`src/logic/flag_defs.svh`:
```
// ~~~~~~~~~~~~~~~~~~~~~~~~~~~~~~~~~~~~~~~~~~~~~~~~~~~~~~~~~~~~~~~~~~~~~~~~~~~
// display raster geometry, flag of sweden geometry, colour channel width
// ~~~~~~~~~~~~~~~~~~~~~~~~~~~~~~~~~~~~~~~~~~~~~~~~~~~~~~~~~~~~~~~~~~~~~~~~~~~
`ifndef FLAG_DEFS_SVH
`define FLAG_DEFS_SVH

`define CORDW     10       // coordinate width, covers 0..799

// 640x480 at 60 Hz, 800x525 total
`define H_RES     640      // visible pixels per line
`define V_RES     480      // visible lines per frame
`define H_TOTAL   800      // pixels per line incl. blanking
`define V_TOTAL   525      // lines per frame incl. blanking

// sync low while coord > STA and coord <= END
`define HS_STA    655      // hsync low from 656
`define HS_END    751      // 96 pixels wide
`define VS_STA    489      // vsync low from 490
`define VS_END    491      // 2 lines wide

// flag 16:10, top 400 lines, bounds exclusive
`define FLAG_H    400      // flag height in lines
`define CROSS_Y0  160      // horizontal bar above this
`define CROSS_Y1  240      // horizontal bar below this
`define CROSS_X0  200      // vertical bar right of this
`define CROSS_X1  280      // vertical bar left of this

`define CHW       4        // painter channel width

`endif

```
`src/logic/flag_pkg.sv`:
```
// ~~~~~~~~~~~~~~~~~~~~~~~~~~~~~~~~~~~~~~~~~~~~~~~~~~~~~~~~~~~~~~~~~~~~~~~~~~~
// raster, colour and region types, flag palette constants
// ~~~~~~~~~~~~~~~~~~~~~~~~~~~~~~~~~~~~~~~~~~~~~~~~~~~~~~~~~~~~~~~~~~~~~~~~~~~
`default_nettype none

`include "flag_defs.svh"

package flag_pkg;

    // position plus sync, 23 bits
    typedef struct packed {
        logic [`CORDW-1:0] sx;    // horizontal position
        logic [`CORDW-1:0] sy;    // vertical position
        logic              de;    // visible area
        logic              hsync; // active low
        logic              vsync; // active low
    } raster_t;

    // painter colour, one nibble per channel
    typedef struct packed {
        logic [`CHW-1:0] r;
        logic [`CHW-1:0] g;
        logic [`CHW-1:0] b;
    } colour_t;

    // output colour, 8 bits per channel
    typedef struct packed {
        logic [7:0] r;
        logic [7:0] g;
        logic [7:0] b;
    } colour8_t;

    typedef enum logic [1:0] {
        REG_CROSS,   // yellow cross
        REG_FIELD,   // blue field
        REG_OUTSIDE  // below the flag
    } flag_region_e;

    // palette
    localparam colour_t PAL_CROSS   = '{r: 4'hF, g: 4'hC, b: 4'h0};
    localparam colour_t PAL_FIELD   = '{r: 4'h0, g: 4'h6, b: 4'hA};
    localparam colour_t PAL_OUTSIDE = '{r: 4'h0, g: 4'h0, b: 4'h0}; // doubles as blanking black

    // raster as seen while the pipeline is in reset, sync inactive
    localparam raster_t RASTER_RST = '{sx: '0, sy: '0, de: 1'b0, hsync: 1'b1, vsync: 1'b1};

endpackage

`default_nettype wire

```
`src/logic/raster_if.sv`:
```
// ~~~~~~~~~~~~~~~~~~~~~~~~~~~~~~~~~~~~~~~~~~~~~~~~~~~~~~~~~~~~~~~~~~~~~~~~~~~
// raster position and sync bundle, generator and sink views
// ~~~~~~~~~~~~~~~~~~~~~~~~~~~~~~~~~~~~~~~~~~~~~~~~~~~~~~~~~~~~~~~~~~~~~~~~~~~
`timescale 1ns/100ps
`default_nettype none

`include "flag_defs.svh"

interface raster_if;

    logic [`CORDW-1:0] sx;    // horizontal position
    logic [`CORDW-1:0] sy;    // vertical position
    logic              de;    // high in visible area
    logic              hsync; // active low
    logic              vsync; // active low

    // timing generator side
    modport gen (
        output sx, sy, de, hsync, vsync
    );

    // consumers
    modport sink (
        input sx, sy, de, hsync, vsync
    );

endinterface

`default_nettype wire

```
`src/logic/display_timing.sv`:
```
// ~~~~~~~~~~~~~~~~~~~~~~~~~~~~~~~~~~~~~~~~~~~~~~~~~~~~~~~~~~~~~~~~~~~~~~~~~~~
// 800x525 raster counter, 640x480 visible, registered de and sync
// ~~~~~~~~~~~~~~~~~~~~~~~~~~~~~~~~~~~~~~~~~~~~~~~~~~~~~~~~~~~~~~~~~~~~~~~~~~~
`timescale 1ns/100ps
`default_nettype none

`include "flag_defs.svh"

module display_timing (
    input  logic   clk_pix,  // pixel clock
    input  logic   rst,      // sync reset, active high
    raster_if.gen  ras       // position and sync out
);

    localparam logic [`CORDW-1:0] H_LAST = `H_TOTAL - 1;  // 799
    localparam logic [`CORDW-1:0] V_LAST = `V_TOTAL - 1;  // 524
    localparam logic [`CORDW-1:0] H_VIS  = `H_RES;
    localparam logic [`CORDW-1:0] V_VIS  = `V_RES;
    localparam logic [`CORDW-1:0] HS_STA = `HS_STA;
    localparam logic [`CORDW-1:0] HS_END = `HS_END;
    localparam logic [`CORDW-1:0] VS_STA = `VS_STA;
    localparam logic [`CORDW-1:0] VS_END = `VS_END;

    logic [`CORDW-1:0] sx_q, sy_q;      // current position
    logic [`CORDW-1:0] sx_nxt, sy_nxt;  // position one cycle on
    logic              de_q, hsync_q, vsync_q;

    // step the counters, sy moves on the line wrap
    always_comb begin
        sx_nxt = sx_q + 1'b1;
        sy_nxt = sy_q;
        if (sx_q == H_LAST) begin
            sx_nxt = '0;
            sy_nxt = (sy_q == V_LAST) ? '0 : sy_q + 1'b1;  // frame wrap
        end
    end

    // flags come from the next position so they line up with sx_q/sy_q
    always_ff @(posedge clk_pix) begin
        if (rst) begin
            sx_q    <= '0;
            sy_q    <= '0;
            de_q    <= 1'b1;  // (0,0) is visible
            hsync_q <= 1'b1;
            vsync_q <= 1'b1;
        end else begin
            sx_q    <= sx_nxt;
            sy_q    <= sy_nxt;
            de_q    <= (sx_nxt < H_VIS) && (sy_nxt < V_VIS);
            hsync_q <= ~((sx_nxt > HS_STA) && (sx_nxt <= HS_END));  // low 656..751
            vsync_q <= ~((sy_nxt > VS_STA) && (sy_nxt <= VS_END));  // low 490..491
        end
    end

    assign ras.sx    = sx_q;
    assign ras.sy    = sy_q;
    assign ras.de    = de_q;
    assign ras.hsync = hsync_q;
    assign ras.vsync = vsync_q;

endmodule

`default_nettype wire

```
`src/logic/pipe_delay.sv`:
```
// ~~~~~~~~~~~~~~~~~~~~~~~~~~~~~~~~~~~~~~~~~~~~~~~~~~~~~~~~~~~~~~~~~~~~~~~~~~~
// fixed depth register pipeline, any payload type, reset to RST_VAL
// ~~~~~~~~~~~~~~~~~~~~~~~~~~~~~~~~~~~~~~~~~~~~~~~~~~~~~~~~~~~~~~~~~~~~~~~~~~~
`timescale 1ns/100ps
`default_nettype none

module pipe_delay #(
    parameter type         T       = flag_pkg::flag_region_e,  // payload
    parameter int unsigned DEPTH   = 1,                        // stages, at least 1
    parameter T            RST_VAL = T'('0)                    // value held in reset
) (
    input  logic clk_pix,  // pixel clock
    input  logic rst,      // sync reset, active high
    input  T     d,        // payload in
    output T     q         // payload DEPTH cycles later
);

    T stage_q [DEPTH];  // shift chain, [0] nearest the input

    always_ff @(posedge clk_pix) begin
        if (rst) begin
            for (int i = 0; i < DEPTH; i++) begin
                stage_q[i] <= RST_VAL;
            end
        end else begin
            stage_q[0] <= d;
            for (int i = 1; i < DEPTH; i++) begin
                stage_q[i] <= stage_q[i-1];  // shift along
            end
        end
    end

    assign q = stage_q[DEPTH-1];

endmodule

`default_nettype wire

```
`src/logic/flag_painter.sv`:
```
// ~~~~~~~~~~~~~~~~~~~~~~~~~~~~~~~~~~~~~~~~~~~~~~~~~~~~~~~~~~~~~~~~~~~~~~~~~~~
// flag of sweden painter: region decode stage, then palette stage
// ~~~~~~~~~~~~~~~~~~~~~~~~~~~~~~~~~~~~~~~~~~~~~~~~~~~~~~~~~~~~~~~~~~~~~~~~~~~
`timescale 1ns/100ps
`default_nettype none

`include "flag_defs.svh"

module flag_painter (
    input  logic              clk_pix,  // pixel clock
    input  logic              rst,      // sync reset, active high
    raster_if.sink            ras,      // position from the generator
    output flag_pkg::colour_t colour    // two cycles after ras
);

    localparam logic [`CORDW-1:0] FLAG_H   = `FLAG_H;
    localparam logic [`CORDW-1:0] CROSS_Y0 = `CROSS_Y0;
    localparam logic [`CORDW-1:0] CROSS_Y1 = `CROSS_Y1;
    localparam logic [`CORDW-1:0] CROSS_X0 = `CROSS_X0;
    localparam logic [`CORDW-1:0] CROSS_X1 = `CROSS_X1;

    logic                   in_hbar;   // rows 161..239
    logic                   in_vbar;   // cols 201..279 on the flag
    logic                   in_flag;   // rows 0..399
    flag_pkg::flag_region_e region_d;
    flag_pkg::flag_region_e region_q;  // stage 1 result
    logic                   de_q;      // de lined up with region_q

    assign in_flag = ras.sy < FLAG_H;
    assign in_hbar = (ras.sy > CROSS_Y0) && (ras.sy < CROSS_Y1);
    assign in_vbar = in_flag && (ras.sx > CROSS_X0) && (ras.sx < CROSS_X1);

    // horizontal bar wins, then vertical bar, then field
    always_comb begin
        if (in_hbar) begin
            region_d = flag_pkg::REG_CROSS;
        end else if (in_vbar) begin
            region_d = flag_pkg::REG_CROSS;
        end else if (in_flag) begin
            region_d = flag_pkg::REG_FIELD;
        end else begin
            region_d = flag_pkg::REG_OUTSIDE;  // black below the flag
        end
    end

    // stage 1, classify
    always_ff @(posedge clk_pix) begin
        if (rst) begin
            region_q <= flag_pkg::REG_OUTSIDE;
            de_q     <= 1'b0;
        end else begin
            region_q <= region_d;
            de_q     <= ras.de;
        end
    end

    // stage 2, palette lookup
    always_ff @(posedge clk_pix) begin
        if (rst) begin
            colour <= '0;
        end else if (!de_q) begin
            colour <= flag_pkg::PAL_OUTSIDE;  // blanking is black
        end else begin
            case (region_q)
                flag_pkg::REG_CROSS: colour <= flag_pkg::PAL_CROSS;
                flag_pkg::REG_FIELD: colour <= flag_pkg::PAL_FIELD;
                default:             colour <= flag_pkg::PAL_OUTSIDE;
            endcase
        end
    end

endmodule

`default_nettype wire

```
`src/logic/video_out_stage.sv`:
```
// ~~~~~~~~~~~~~~~~~~~~~~~~~~~~~~~~~~~~~~~~~~~~~~~~~~~~~~~~~~~~~~~~~~~~~~~~~~~
// output register: 4 to 8 bit colour widening plus aligned raster
// ~~~~~~~~~~~~~~~~~~~~~~~~~~~~~~~~~~~~~~~~~~~~~~~~~~~~~~~~~~~~~~~~~~~~~~~~~~~
`timescale 1ns/100ps
`default_nettype none

`include "flag_defs.svh"

module video_out_stage (
    input  logic              clk_pix,  // pixel clock
    input  logic              rst,      // sync reset, active high
    input  flag_pkg::raster_t ras_in,   // raster matching colour
    input  flag_pkg::colour_t colour,   // nibble per channel
    output logic [`CORDW-1:0] sx,       // horizontal position
    output logic [`CORDW-1:0] sy,       // vertical position
    output logic              de,       // visible area
    output logic              hsync,    // active low
    output logic              vsync,    // active low
    output logic [7:0]        r,        // 8-bit red
    output logic [7:0]        g,        // 8-bit green
    output logic [7:0]        b         // 8-bit blue
);

    always_ff @(posedge clk_pix) begin
        if (rst) begin
            sx    <= flag_pkg::RASTER_RST.sx;
            sy    <= flag_pkg::RASTER_RST.sy;
            de    <= flag_pkg::RASTER_RST.de;     // blanked
            hsync <= flag_pkg::RASTER_RST.hsync;  // inactive
            vsync <= flag_pkg::RASTER_RST.vsync;
            r     <= '0;
            g     <= '0;
            b     <= '0;
        end else begin
            sx    <= ras_in.sx;
            sy    <= ras_in.sy;
            de    <= ras_in.de;
            hsync <= ras_in.hsync;
            vsync <= ras_in.vsync;
            r     <= {2{colour.r}};  // F -> FF, A -> AA
            g     <= {2{colour.g}};
            b     <= {2{colour.b}};
        end
    end

endmodule

`default_nettype wire

```
`src/logic/flag_sweden_top.sv`:
```
// ~~~~~~~~~~~~~~~~~~~~~~~~~~~~~~~~~~~~~~~~~~~~~~~~~~~~~~~~~~~~~~~~~~~~~~~~~~~
// flag of sweden display top: timing, painter, raster delay, output stage
// ~~~~~~~~~~~~~~~~~~~~~~~~~~~~~~~~~~~~~~~~~~~~~~~~~~~~~~~~~~~~~~~~~~~~~~~~~~~
`timescale 1ns/100ps
`default_nettype none

`include "flag_defs.svh"

module flag_sweden_top (
    input  logic              clk_pix,  // pixel clock
    input  logic              rst,      // sync reset, active high
    output logic [`CORDW-1:0] sx,       // horizontal position
    output logic [`CORDW-1:0] sy,       // vertical position
    output logic              de,       // visible area
    output logic              hsync,    // active low
    output logic              vsync,    // active low
    output logic [7:0]        r,        // 8-bit red
    output logic [7:0]        g,        // 8-bit green
    output logic [7:0]        b         // 8-bit blue
);

    raster_if ras ();                // generator output

    flag_pkg::raster_t ras_now;      // packed generator raster
    flag_pkg::raster_t ras_dly;      // aligned with painter colour
    flag_pkg::colour_t paint_colour; // two cycles behind ras

    display_timing i_display_timing (
        .clk_pix,
        .rst,
        .ras (ras.gen)
    );

    flag_painter i_flag_painter (
        .clk_pix,
        .rst,
        .ras    (ras.sink),
        .colour (paint_colour)
    );

    assign ras_now = '{sx: ras.sx, sy: ras.sy, de: ras.de, hsync: ras.hsync, vsync: ras.vsync};

    // two stages, same as the painter
    pipe_delay #(
        .T       (flag_pkg::raster_t),
        .DEPTH   (2),
        .RST_VAL (flag_pkg::RASTER_RST)  // sync inactive in reset
    ) i_raster_delay (
        .clk_pix,
        .rst,
        .d (ras_now),
        .q (ras_dly)
    );

    video_out_stage i_video_out_stage (
        .clk_pix,
        .rst,
        .ras_in (ras_dly),
        .colour (paint_colour),
        .sx,
        .sy,
        .de,
        .hsync,
        .vsync,
        .r,
        .g,
        .b
    );

endmodule

`default_nettype wire

```
`config.mk`:
```
export PLATFORM = sky130hd
export DESIGN_NAME = flag_sweden_top
export DESIGN_NICKNAME = d
export VERILOG_FILES = /design/src/logic/flag_pkg.sv /design/src/logic/raster_if.sv /design/src/logic/display_timing.sv /design/src/logic/pipe_delay.sv /design/src/logic/flag_painter.sv /design/src/logic/video_out_stage.sv /design/src/logic/flag_sweden_top.sv
export VERILOG_INCLUDE_DIRS = /design/src /design/src/logic
export SDC_FILE = /design/constraint.sdc
export NUM_CORES = 1
export LEC_CHECK = 0
export BUFFER_PORTS_ARGS = -buffer_cell sky130_fd_sc_hd__buf_2
export CAP_MARGIN = 20
export CORE_MARGIN = 3
export CORE_UTILIZATION = 60
export CTS_CLUSTER_SIZE = 25
export DETAILED_ROUTE_END_ITERATION = 6
export PLACE_DENSITY = 0.83
export SLEW_MARGIN = 15
export SYNTH_ARGS = -nofsm -noshare
export SYNTH_HDL_FRONTEND = slang
export SYNTH_SLANG_ARGS = --single-unit
```
`constraint.sdc`:
```
create_clock -name clk_pix -period 3.4 [get_ports clk_pix]
set_input_delay 1.02 -clock clk_pix [delete_from_list [all_inputs] [get_ports clk_pix]]
set_output_delay 1.02 -clock clk_pix [all_outputs]
set_load 0.05 [all_outputs]
```
* After elaboration in Yosys (flattened, before gate mapping) *
Memory sizes are Yosys's and may differ from the RTL's. A register that Yosys moved wholly into a read port is not among the register bits.
Index checks and enable logic that the tools add are counted.

cells by class
  add/subtract/negate cells = 2
  magnitude comparators = 11
  equal/unequal tests = 3
  multiplexer cells = 12
  bitwise gates (word level) = 5
  reduce and logical (&&, ||, !) cells = 9

operators with widths
  operator                                                         number
  two-way mux 23 bit                                               2
  less-than comparator 10 x 9 -> 1 bit, second input constant      3
  two-way mux 10 bit                                               3
  one-hot mux 12 bit (2 select lines)                              1
  adder 10 x 1 -> 10 bit, second input constant                    2
  == test 10 bit, second input constant                            2
  > comparator 10 x 8 -> 1 bit, second input constant              2
  > comparator 10 bit, second input constant                       1
  > comparator 10 x 9 -> 1 bit, second input constant              1
  less-or-equal comparator 10 bit, second input constant           1
  less-or-equal comparator 10 x 9 -> 1 bit, second input constant  1
  less-than comparator 10 bit, second input constant               1
  less-than comparator 10 x 8 -> 1 bit, second input constant      1
  logical AND 1 bit                                                6
  two-way mux 2 bit                                                3
  two-way mux 1 bit                                                3
  inverter 1 bit                                                   3
  OR reduction 3 bit                                               1
  == test 2 x 1 -> 1 bit, second input constant                    1
  logical NOT 2 bit                                                1
  OR 1 bit                                                         2
  OR reduction 2 bit                                               1

storage, ports and cells
  register bits after elaboration = 62
  memory bits (writable) = 46
  bits of input ports = 2
  output and inout port bits = 47
  word-level logic and storage cells = 57
  memories = 1

memory list
  name                    depth  bits a word  rd ports  clocked after Yosys merged registers in  wr ports  line              RTL
  i_raster_delay.stage_q  2      23           2         1                                        2         pipe_delay.sv:18  T stage_q [DEPTH];

* Depth between registers and ports, before layout *
Gate-level depths: netlist of run 1.

  depth after elaboration = 6
  gate-level depth with buffers = 8
  gate-level depth less buffers = 7

* Modules after synthesis *
Synthesis of run 1 repeated with hierarchy kept, for this count alone.

second synthesis, totals
  cell total of the unflattened synthesis = 409
  area total of the unflattened synthesis = 4169.0 um^2

modules (own cells, without submodules)
  module           times used  cells each  area each (um^2)  seq. area each (um^2)
  pipe_delay       1           119         1403.8            920.9
  display_timing   1           167         1395.1            460.4
  video_out_stage  1           85          1032.2            700.7
  flag_painter     1           38          337.8             120.1

* Worst setup path after synthesis of run 1 *
OpenSTA, ideal clock, no wires.

  path type = register -> output
  from = reg, netlist name i_video_out_stage.r[6]
  to = out g[7]
  arrival = 1051 ps
  required time = 2380 ps
  path slack = 1329 ps
  cell stages (with the launch flop) = 2
  buffers on the path = 1
  cell sequence = dfxtp_1 -> buf_4

RTL lines
  element        line                   RTL
  end, declared  flag_sweden_top.sv:18  output logic [7:0] g,

* Worst setup path after layout of run 1 *
  from = reg i_display_timing.sx_q[1] (netlist: i_display_timing.ras.sx[1])
  to = reg i_display_timing.de_q (netlist: i_display_timing.ras.de)

on the way
  word-level cells in the longest chain between the ends = 4
  elaborated cells between the ends (all ways) = 7
  classes of those cells = add/sub: 1; order compare: 2; eq/ne: 1; mux: 2; reduce/logical: 1

ends and longest elaborated chain
  element                                                                              line                                        RTL
  start, declared                                                                      display_timing.sv:24                        logic [`CORDW-1:0] sx_q, sy_q;
  start signal, assigned                                                               display_timing.sv:47                        sx_q <= sx_nxt;
  adder 10 x 1 -> 10 bit or == test 10 bit (tied branches)                             display_timing.sv:30, display_timing.sv:32
  two-way mux 10 bit                                                                   display_timing.sv:32                        if (sx_q == H_LAST) begin
  less-than comparator 10 bit or less-than comparator 10 x 9 -> 1 bit (tied branches)  display_timing.sv:49                        de_q <= (sx_nxt < H_VIS) && (sy_nxt < V_VIS);
  logical AND 1 bit (*)                                                                display_timing.sv:49
  end signal, assigned                                                                 display_timing.sv:49
  end, declared                                                                        display_timing.sv:26                        logic de_q, hsync_q, vsync_q;

Mark *: on every way between the ends. The rest lies on a longest branch, timed or not.
A chain may end at the register's enable or synchronous reset.

==> impl_metrics.py, run 1 <==
metrics = {
    "run_status": {
        "status": "finished, final reports clean",
    },
    "timing": {
        "rsz0062_at_grt": "no",
        "finalMaxSlewViolations": 0,
        "relSlewSlack": 0.327,
        "tns_ps": 0,
        "timing.final.crit_share": 0.792,
        "fin_skew_ps": 7.69,
        "fmax_mhz": 371,
        "finalHoldViolCount": 0,
        "setup_viol": 0,
        "worst_pin_slew_ps": 1000,
        "period_minus_slack_ps": 2690,
    },
    "setup_path": {
        "crit_fanout": 17,
        "cp-start-kind": "flop",
        "endpoint_kind": "flop",
        "ff2ff_path_depth": 6,
        "worstPathRequired_ps": 3630,
        "cp.arrival_ps": 2920,
        "path_class": "flop to flop",
    },
    "drt": {
        "first_iter_violations": 162,
        "drt_first_pass_iters": 4,
        "wire_per_inst_um": 12.3,
        "vias": 2260,
        "drt_wl_total_mm": 5.52,
        "ant_nets": 0,
        "vias_per_cell": 5.02,
        "remaining_drc_errors": 0,
    },
    "global_route": {
        "grt_use_total": 0.163,
        "grt_max_degree": 61,
        "gr-total-overflow": 0,
        "antenna_found_initial": 0,
        "grt_pass1_wl_mm": 9.22,
        "grt_pass1_vias": 1956,
    },
    "floorplan": {
        "die-width_um": 83.5,
        "start_util": 0.638,
        "fp.dieH_um": 83.5,
        "num_rows": 27,
        "ioPinCount": 49,
        "fp.coreArea_um2": 5640,
        "die_area_um2": 6970,
    },
    "clocking": {
        "numCtsBuffers": 9,
        "clk_path_buf_depth": 2,
        "cts_resized": 0,
        "cts_tree": "built",
        "clk-insertion-delay-late_ps": 360,
        "cts.sinks": 100,
        "post_cts.repair.setup_buffers": 0,
        "cts_max_level": 3,
        "clkTransAtPathRegs_ps": 100,
        "cts-root-buf": "clkbuf_8",
        "ctsHoldBuffers": 0,
    },
    "power_and_ir_drop": {
        "total_power_mw": 1.94,
        "power.leakage_nw": 1.49,
        "ir_drop_mv": 0.304,
        "p_per_area_nw_per_um2": 506,
    },
    "yosys": {
        "ys_warn_count": 0,
        "synth_ff_type": "dfxtp_1",
        "synth.area.top_cells": "dfxtp_1 56%, nor2b_1 11%, buf_4 4.4%",
        "yosysTopAreaCell": "dfxtp_1",
        "yosys-top-cells-count": "100 x dfxtp_1, 61 x nor2b_1, 26 x nor2_1",
        "synth_top_family_by_area": "simple AND/OR/NAND/NOR gates",
        "synth.top_cell.area_share": 0.556,
        "syn_inst": 359,
        "yosys.area_share.xor_xnor": 0.0413,
        "synthAdderAreaFrac": 0.0139,
        "ys_ff_latch": 100,
        "synth.avg_cell_area_um2": 10.0,
        "async_flop_share": 0,
        "synth-compound-area-share": 0.0695,
        "synth_mux_area_frac": 0,
        "yosysSeqAreaShare": 0.556,
        "synth_cell_types": 45,
        "synth_area_um2": 3600,
        "synth_edf_count": 0,
        "post-synth-top-count-cell": "dfxtp_1",
        "synth_simple_gate_area_share": 0.236,
    },
    "finish": {
        "diodes": 0,
        "drive_above_1_share": 0.190,
        "finalNonFillerCells": 450,
        "nFillCells": 450,
        "multi_input_area_um2": 1320,
        "nNetsFinal": 379,
        "seqCellArea_um2": 2000,
        "area_growth_pct": 6.81,
    },
    "placement": {
        "hpwl_mm": 3.72,
        "finalWeightedCongestion": 0.918,
        "dpl.cell_count": 434,
        "port_buffers": 42,
    },
    "hold_path": {
        "whs_path_depth": 1,
        "holdCritPathClass": "flop to flop",
    },
    "run": {
        "maxCapViolations": 0,
    },
}
## worst max-delay path, stage by stage, from the launching register on
cell and delay (ps):
dfxtp_1 410, ha_1 240, nand4_1 330, nor3_2 910, a21oi_1 180, a311oi_1 410, a211oi_2 70
## path summary, 6_finish.rpt
path / start / end / slack, ps
max: i_display_timing.ras.sx[1] / i_display_timing.ras.de / 710
min: i_flag_painter.region_q[1] / i_flag_painter.colour[6] / 410
max reg2reg: i_display_timing.ras.sx[1] / i_display_timing.ras.de / 710
min reg2reg: i_flag_painter.region_q[1] / i_flag_painter.colour[6] / 410
## area by class of cell
class / instances / share of cell area
Inverter: 8 / 0.00781
Sequential cell: 100 / 0.520
Tap cell: 72 / 0.0234
Clock buffer: 9 / 0.0322
Timing Repair Buffer: 43 / 0.0566
Multi-Input combinational cell: 211 / 0.344
Clock inverter: 7 / 0.0156
## through the flow
stage	hold slack, ps	instance area (um2)	util	worst slack [ps]
floorplan	382	3620	-	1330
global placement	391	3660	0.649	921
detailed placement	393	3660	0.649	808
CTS	412	3850	0.682	754
global route	434	3850	0.682	507
finish	408	3850	0.682	706
## power breakdown
| group | switching, mW | leakage, nW | total (mW) | internal (mW) |
|---|---|---|---|---|
| clock | 0.410 | 0.0897 | 0.689 | 0.278 |
| sequential | 0.00676 | 0.809 | 1.19 | 1.18 |
| combinational | 0.0549 | 0.595 | 0.0674 | 0.0125 |
## flip-flops by register name, indices dropped and copies added (netlist names), 2 cells and up
| name | cells |
|---|---|
| i_video_out_stage.sy | 10 |
| i_video_out_stage.sx | 10 |
| i_flag_painter.region_q | 2 |
| i_flag_painter.colour | 3 |
| i_raster_delay.stage_q | 46 |
| i_display_timing.ras.sy | 10 |
| i_display_timing.ras.sx | 10 |
## cell families (layout without fill, tap and decap cells)
logic type	count (synthesis)	after routing
compound gates	32	32
fa+ha+maj	4	4
other cells	1	6
simple gates	152	152
flops	100	100
xor+xnor	17	17
buf+inv	53	67
## layout by cell type, fill, tap and decap left out, types with 2 or more instances in the layout
cell type	Yosys	routed
dfxtp_1	100	100
nor2b_1	61	61
buf_2	2	42
nor2_1	26	26
xnor2_1	14	14
nand2_1	13	13
nor3_1	10	10
nand4_1	9	9
clkbuf_8	0	9
inv_1	8	8
nand3_1	8	8
or2_2	7	7
nor4_1	6	6
a21oi_1	6	6
conb_1	1	6
a211oi_1	4	4
o21ai_0	4	4
ha_1	4	4
xor2_1	3	3
nor3b_1	2	2
nor4b_1	2	2
a31oi_1	2	2
o31ai_1	2	2
a311oi_1	2	2
o311ai_0	2	2
inv_8	0	2
clkinvlp_4	0	2
## routing by layer
metal  global-route usage  share of wire
met5                    0              0
met4               0.0702          0.011
met2                0.251           0.45
met1                0.210           0.47
met3               0.0543          0.074
No activity file was read; power rests on OpenSTA's default activity.
==> run 2, diff against run 1 <==
--- a/config.mk
+++ b/config.mk
@@ -9,10 +9,10 @@
 export BUFFER_PORTS_ARGS = -buffer_cell sky130_fd_sc_hd__buf_2
 export CAP_MARGIN = 20
 export CORE_MARGIN = 3
-export CORE_UTILIZATION = 60
+export CORE_UTILIZATION = 51
 export CTS_CLUSTER_SIZE = 25
 export DETAILED_ROUTE_END_ITERATION = 6
-export PLACE_DENSITY = 0.83
+export PLACE_DENSITY = 0.75
 export SLEW_MARGIN = 15
 export SYNTH_ARGS = -nofsm -noshare
 export SYNTH_HDL_FRONTEND = slang
==> constraint.sdc (replaced) <==
create_clock -name clk_pix -period 2.25 [get_ports clk_pix]
set_input_delay 0.675 -clock clk_pix [delete_from_list [all_inputs] [get_ports clk_pix]]
set_output_delay 0.675 -clock clk_pix [all_outputs]
set_load 0.05 [all_outputs]
==> run 2 against run 1 <==
Net effect: register-to-register slack got worse by 510 ps; total power increased by 59%; critical path type unchanged; final cell count increased by 7.3%; clock-buffer cell count increased by 2; sequential power increased by 51%; critical endpoint is now i_display_timing.ras.vsync; clock power increased by 73%; die area increased by 16%; global-route usage decreased by 1.9 points.
==> impl_metrics.py, run 2 (synthesis gave the netlist of run 1 again) <==
metrics = {
    "run_status": {
        "status": "finished, final reports clean",
    },
    "hold_path": {
        "hold_end": "i_flag_painter.colour[6]",
        "whs_path_depth": 1,
        "holdCritPathClass": "flop to flop",
        "timing.hold.worst.start": "i_flag_painter.region_q[1]",
    },
    "finish": {
        "area_growth_pct": 11.7,
        "diodes": 0,
        "regMostFlops": "i_raster_delay.stage_q",
        "final_common_cell": "dfxtp_1",
        "largest_reg_flops": 46,
        "layout_common_cells": "100 x dfxtp_1, 61 x nor2b_1, 42 x buf_2",
        "nNetsFinal": 391,
        "drive_above_1_share": 0.218,
    },
    "clocking": {
        "cts_tree": "built",
        "cts.sinks": 100,
        "clk_path_buf_depth": 2,
        "cts_max_level": 3,
        "ctsHoldBuffers": 0,
        "clk-insertion-delay-late_ps": 350,
        "cts-root-buf": "clkbuf_8",
        "numCtsBuffers": 9,
        "clkTransAtPathRegs_ps": 90,
    },
    "timing": {
        "relSlewSlack": 0.625,
        "rsz0062_at_grt": "no",
        "tns_ps": 0,
        "finalHoldViolCount": 0,
        "timing.final.crit_share": 0.913,
        "fmax_mhz": 487,
        "finalMaxSlewViolations": 0,
        "setup_viol": 0,
        "fin_skew_ps": 7.47,
        "setup_ws_ps": 196,
        "worst_pin_slew_ps": 559,
        "period_minus_slack_ps": 2050,
    },
    "drt": {
        "wire_per_inst_um": 11.5,
        "drt_wl_total_mm": 5.57,
        "vias": 2301,
        "remaining_drc_errors": 0,
        "ant_nets": 0,
        "first_iter_violations": 116,
        "drt_first_pass_iters": 4,
        "vias_per_cell": 4.76,
    },
    "setup_path": {
        "cp.arrival_ps": 2270,
        "cp-start-kind": "flop",
        "worstPathCellList": "ha_1, nand4_1, buf_4, or3_4, o31ai_1, nand4_1",
        "slowest_delay_ps": 430,
        "crit_fanout": 6,
        "endpoint_kind": "flop",
        "r2r-end": "i_display_timing.ras.vsync",
        "reg2reg_from": "i_display_timing.ras.sx[0]",
        "path_class": "flop to flop",
        "slowest_stage": "dfxtp_1",
        "ff2ff_path_depth": 6,
        "ff2ff_setup_slack_ps": 200,
        "worstPathRequired_ps": 2470,
        "path_common_cell": "nand4_1",
    },
    "global_route": {
        "gr-total-overflow": 0,
        "grt_use_total": 0.144,
        "grt_max_degree": 50,
        "grt_pass1_vias": 2062,
        "antenna_found_initial": 0,
        "grt_pass1_wl_mm": 9.65,
    },
    "power_and_ir_drop": {
        "power.leakage_nw": 1.58,
        "p_per_area_nw_per_um2": 769,
        "ir_drop_mv": 0.304,
    },
    "floorplan": {
        "fp.coreArea_um2": 6600,
        "die-width_um": 90.0,
        "die_area_um2": 8100,
        "fp.dieH_um": 90.0,
        "num_rows": 29,
        "ioPinCount": 49,
        "start_util": 0.545,
    },
    "placement": {
        "hpwl_mm": 3.81,
        "finalWeightedCongestion": 0.895,
        "dp_worst_setup_slack_ps": 148,
        "port_buffers": 42,
    },
    "run": {
        "maxCapViolations": 0,
    },
}
run 2: worst max-delay path by stage:
stage	cells past startpoint	slack [ps]	endpoint	from
after global placement	6	200	i_display_timing.ras.de	i_display_timing.ras.sx[0]
after detailed placement	6	150	i_display_timing.ras.de	i_display_timing.ras.sx[0]
after floorplan	7	220	i_display_timing.ras.de	i_display_timing.ras.sx[0]
after global routing	6	110	i_display_timing.ras.vsync	i_display_timing.ras.sx[0]
after CTS	6	1	i_display_timing.ras.de	i_display_timing.ras.sx[0]
final	6	200	i_display_timing.ras.vsync	i_display_timing.ras.sx[0]
run 2: stage by stage:
stage / util / total power [mW] / cell area, um2 / hold WS [ps] / std cells
after detailed placement: 0.573 / 1.94 / 3780 / 395 / 466
after floorplan: - / 1.94 / 3620 / 382 / 364
after CTS: 0.606 / 3.12 / 4000 / 409 / 482
after global routing: 0.609 / 3.21 / 4020 / 419 / 483
after global placement: 0.573 / 1.94 / 3780 / 390 / 466
final: 0.609 / 3.09 / 4020 / 411 / 483
run 2: timing repair:
item                                    CTS  global route
setup buffers                             0             1
endpoints found under the setup margin    0             4
gates resized for setup                   0             2
run 2: cell type report:
class | count | area (um2)
Fill cell | 555 | 2580
Sequential cell | 100 | 2000
Multi-Input combinational cell | 211 | 1340
Timing Repair Buffer | 55 | 320
Clock buffer | 11 | 151
Tap cell | 93 | 116
Clock inverter | 5 | 67.6
Inverter | 8 | 30.0
run 2: worst max-delay path, delay by kind of cell, from the launching register on:
family	cells	cell delay, ps
fa+ha+maj	1	240
compound gates	1	400
flops	1	430
simple gates	3	680
buf+inv	1	180
run 2: power by group:
group	internal, mW	switching (mW)
clock	0.590	0.601
sequential	1.79	0.0102
combinational	0.0221	0.0831
run 2: metal layers:
metal  part of all wire  up-vias  global-route usage
li1                   -     1214                   -
met1               0.49     1021               0.195
met2               0.46       62               0.223
met3              0.048        4              0.0351
met4             0.0065        0              0.0523
met5                  0        -                   0
==> run 3, diff against run 2 <==
--- a/config.mk
+++ b/config.mk
@@ -9,10 +9,11 @@
 export BUFFER_PORTS_ARGS = -buffer_cell sky130_fd_sc_hd__buf_2
 export CAP_MARGIN = 20
 export CORE_MARGIN = 3
-export CORE_UTILIZATION = 51
+export CORE_UTILIZATION = 53
+export CTS_BUF_LIST = sky130_fd_sc_hd__clkbuf_8
 export CTS_CLUSTER_SIZE = 25
 export DETAILED_ROUTE_END_ITERATION = 6
-export PLACE_DENSITY = 0.75
+export PLACE_DENSITY = 0.77
 export SLEW_MARGIN = 15
 export SYNTH_ARGS = -nofsm -noshare
 export SYNTH_HDL_FRONTEND = slang
==> run 3 against run 2 <==
Net effect: clock power fell by 13%; core utilization is 0.67 points higher; flip-flop and latch count is the same; via count increased by 2.2%; die area decreased by 3.5%; routed wire length up 2.5%; final area shrank 1.1%; sequential share of layout area is 0.56 points higher; combinational power about the same; critical path type unchanged; critical endpoint is now i_display_timing.ras.de; largest power group unchanged.
==> impl_metrics.py, run 3 (synthesis gave the netlist of run 1 again) <==
metrics = {
    "run_status": {
        "status": "finished, final reports clean",
    },
    "floorplan": {
        "ioPinCount": 49,
        "num_rows": 29,
        "die_area_um2": 7820,
        "fp.dieH_um": 88.4,
        "fp.coreArea_um2": 6460,
        "start_util": 0.558,
        "die-width_um": 88.4,
    },
    "finish": {
        "final_common_cell": "dfxtp_1",
        "layout_common_cells": "100 x dfxtp_1, 61 x nor2b_1, 42 x buf_2",
        "regMostFlops": "i_raster_delay.stage_q",
        "diodes": 0,
        "fin_area_um2": 3980,
        "area_growth_pct": 10.5,
        "largest_reg_flops": 46,
        "nNetsFinal": 393,
        "drive_above_1_share": 0.217,
    },
    "setup_path": {
        "endpoint_kind": "flop",
        "cp-start-kind": "flop",
        "slowest_stage": "dfxtp_1",
        "worstPathCellList": "ha_1, nand4_1, buf_4, or3_4, o311ai_4, o31ai_1, a211oi_2",
        "cpLargestDelayFamily": "compound AO/OA/AOI/OAI gates",
        "crit_fanout": 6,
        "path_class": "flop to flop",
        "worstPathRequired_ps": 2520,
        "path_buf_inv": 1,
        "cp.arrival_ps": 2330,
        "slowest_delay_ps": 430,
    },
    "timing": {
        "relSlewSlack": 0.638,
        "worst_pin_slew_ps": 542,
        "fmax_mhz": 486,
        "finalHoldViolCount": 0,
        "fin_skew_ps": 13.3,
        "tns_ps": 0,
        "finalMaxSlewViolations": 0,
        "setup_viol": 0,
        "rsz0062_at_grt": "no",
        "period_minus_slack_ps": 2060,
        "timing.final.crit_share": 0.915,
    },
    "clocking": {
        "clkTransAtPathRegs_ps": 100,
        "ctsHoldBuffers": 0,
        "cts_tree": "built",
        "numCtsBuffers": 9,
        "cts-root-buf": "clkbuf_8",
        "cts_max_level": 3,
        "clk-insertion-delay-late_ps": 360,
        "clk_path_buf_depth": 2,
        "cts.sinks": 100,
    },
    "placement": {
        "finalWeightedCongestion": 0.918,
        "port_buffers": 42,
        "hpwl_mm": 3.88,
        "placed_cell_area_um2": 3780,
    },
    "drt": {
        "remaining_drc_errors": 0,
        "ant_nets": 0,
        "vias": 2351,
        "drt_first_pass_iters": 4,
        "wire_per_inst_um": 12.2,
        "vias_per_cell": 5.01,
        "drt_wl_total_mm": 5.71,
        "first_iter_violations": 82,
    },
    "power_and_ir_drop": {
        "p_per_area_nw_per_um2": 737,
        "power.leakage_nw": 1.58,
        "ir_drop_mv": 0.365,
    },
    "hold_path": {
        "holdCritPathClass": "flop to flop",
    },
    "global_route": {
        "grt_pass1_vias": 2038,
        "grt_pass1_wl_mm": 9.69,
        "gr-total-overflow": 0,
        "grt_use_total": 0.161,
        "grt_max_degree": 64,
        "antenna_found_initial": 0,
    },
    "run": {
        "maxCapViolations": 0,
    },
}
run 3: cell count changes in the layout (fill, tap and decap cells not counted), sizes merged:
| cell | delta |
|---|---|
| clkinvlp | -2 |
| clkbuf | -2 |
| buf | +2 |
| bufinv | -1 |
| clkinv | +4 |
| inv | +1 |
run 3: path summary, 6_finish.rpt:
kind,endpoint,slack [ps],cells past startpoint,from
max,i_display_timing.ras.de,190,7,i_display_timing.ras.sx[0]
max reg2reg,i_display_timing.ras.de,190,7,i_display_timing.ras.sx[0]
min reg2reg,i_video_out_stage.hsync,400,1,i_raster_delay.stage_q[1][1]
min,i_video_out_stage.hsync,400,1,i_raster_delay.stage_q[1][1]
run 3: final cells by class:
class                           count  area [um2]
Multi-Input combinational cell    211        1330
Inverter                            8        30.0
Timing Repair Buffer               57         335
Fill cell                         529        2480
Clock inverter                      7        61.3
Tap cell                           77        96.3
Sequential cell                   100        2000
Clock buffer                        9         124
run 3: metrics by stage:
step | hold slack, ps | power (mW) | instances | util | setup slack (ps)
after floorplan | 382 | 1.94 | 364 | - | 220
after global routing | 412 | 3.06 | 469 | 0.616 | 46.1
after detailed placement | 394 | 1.94 | 452 | 0.585 | 211
after CTS | 404 | 2.97 | 468 | 0.614 | 164
final | 399 | 2.93 | 469 | 0.616 | 191
after global placement | 389 | 1.94 | 452 | 0.585 | 275
run 3: timing repair:
| action | 4_1_cts | 5_1_grt |
|---|---|---|
| hold endpoints to repair | 0 | 0 |
| resized for setup | 0 | 1 |
| endpoints found under the setup margin | 0 | 2 |
| buffers inserted | 0 | 1 |
run 3: metal layers:
metal | GRT usage | share of wire | wire length, um
met1 | 0.217 | 0.48 | 2720
met2 | 0.236 | 0.44 | 2510
met3 | 0.0475 | 0.072 | 410
met4 | 0.0797 | 0.013 | 72
met5 | 0 | 0 | 0
run 3: where the power goes:
part,switching [mW],internal (mW)
sequential,0.0105,1.79
clock,0.612,0.421
combinational,0.0836,0.0210
total,0.706,2.23
run 3: worst register-to-register path, cell delays in order (launching register included):
cell and delay [ps]:
dfxtp_1 430, ha_1 230, nand4_1 100, buf_4 180, or3_4 420, o311ai_4 280, o31ai_1 150, a211oi_2 190
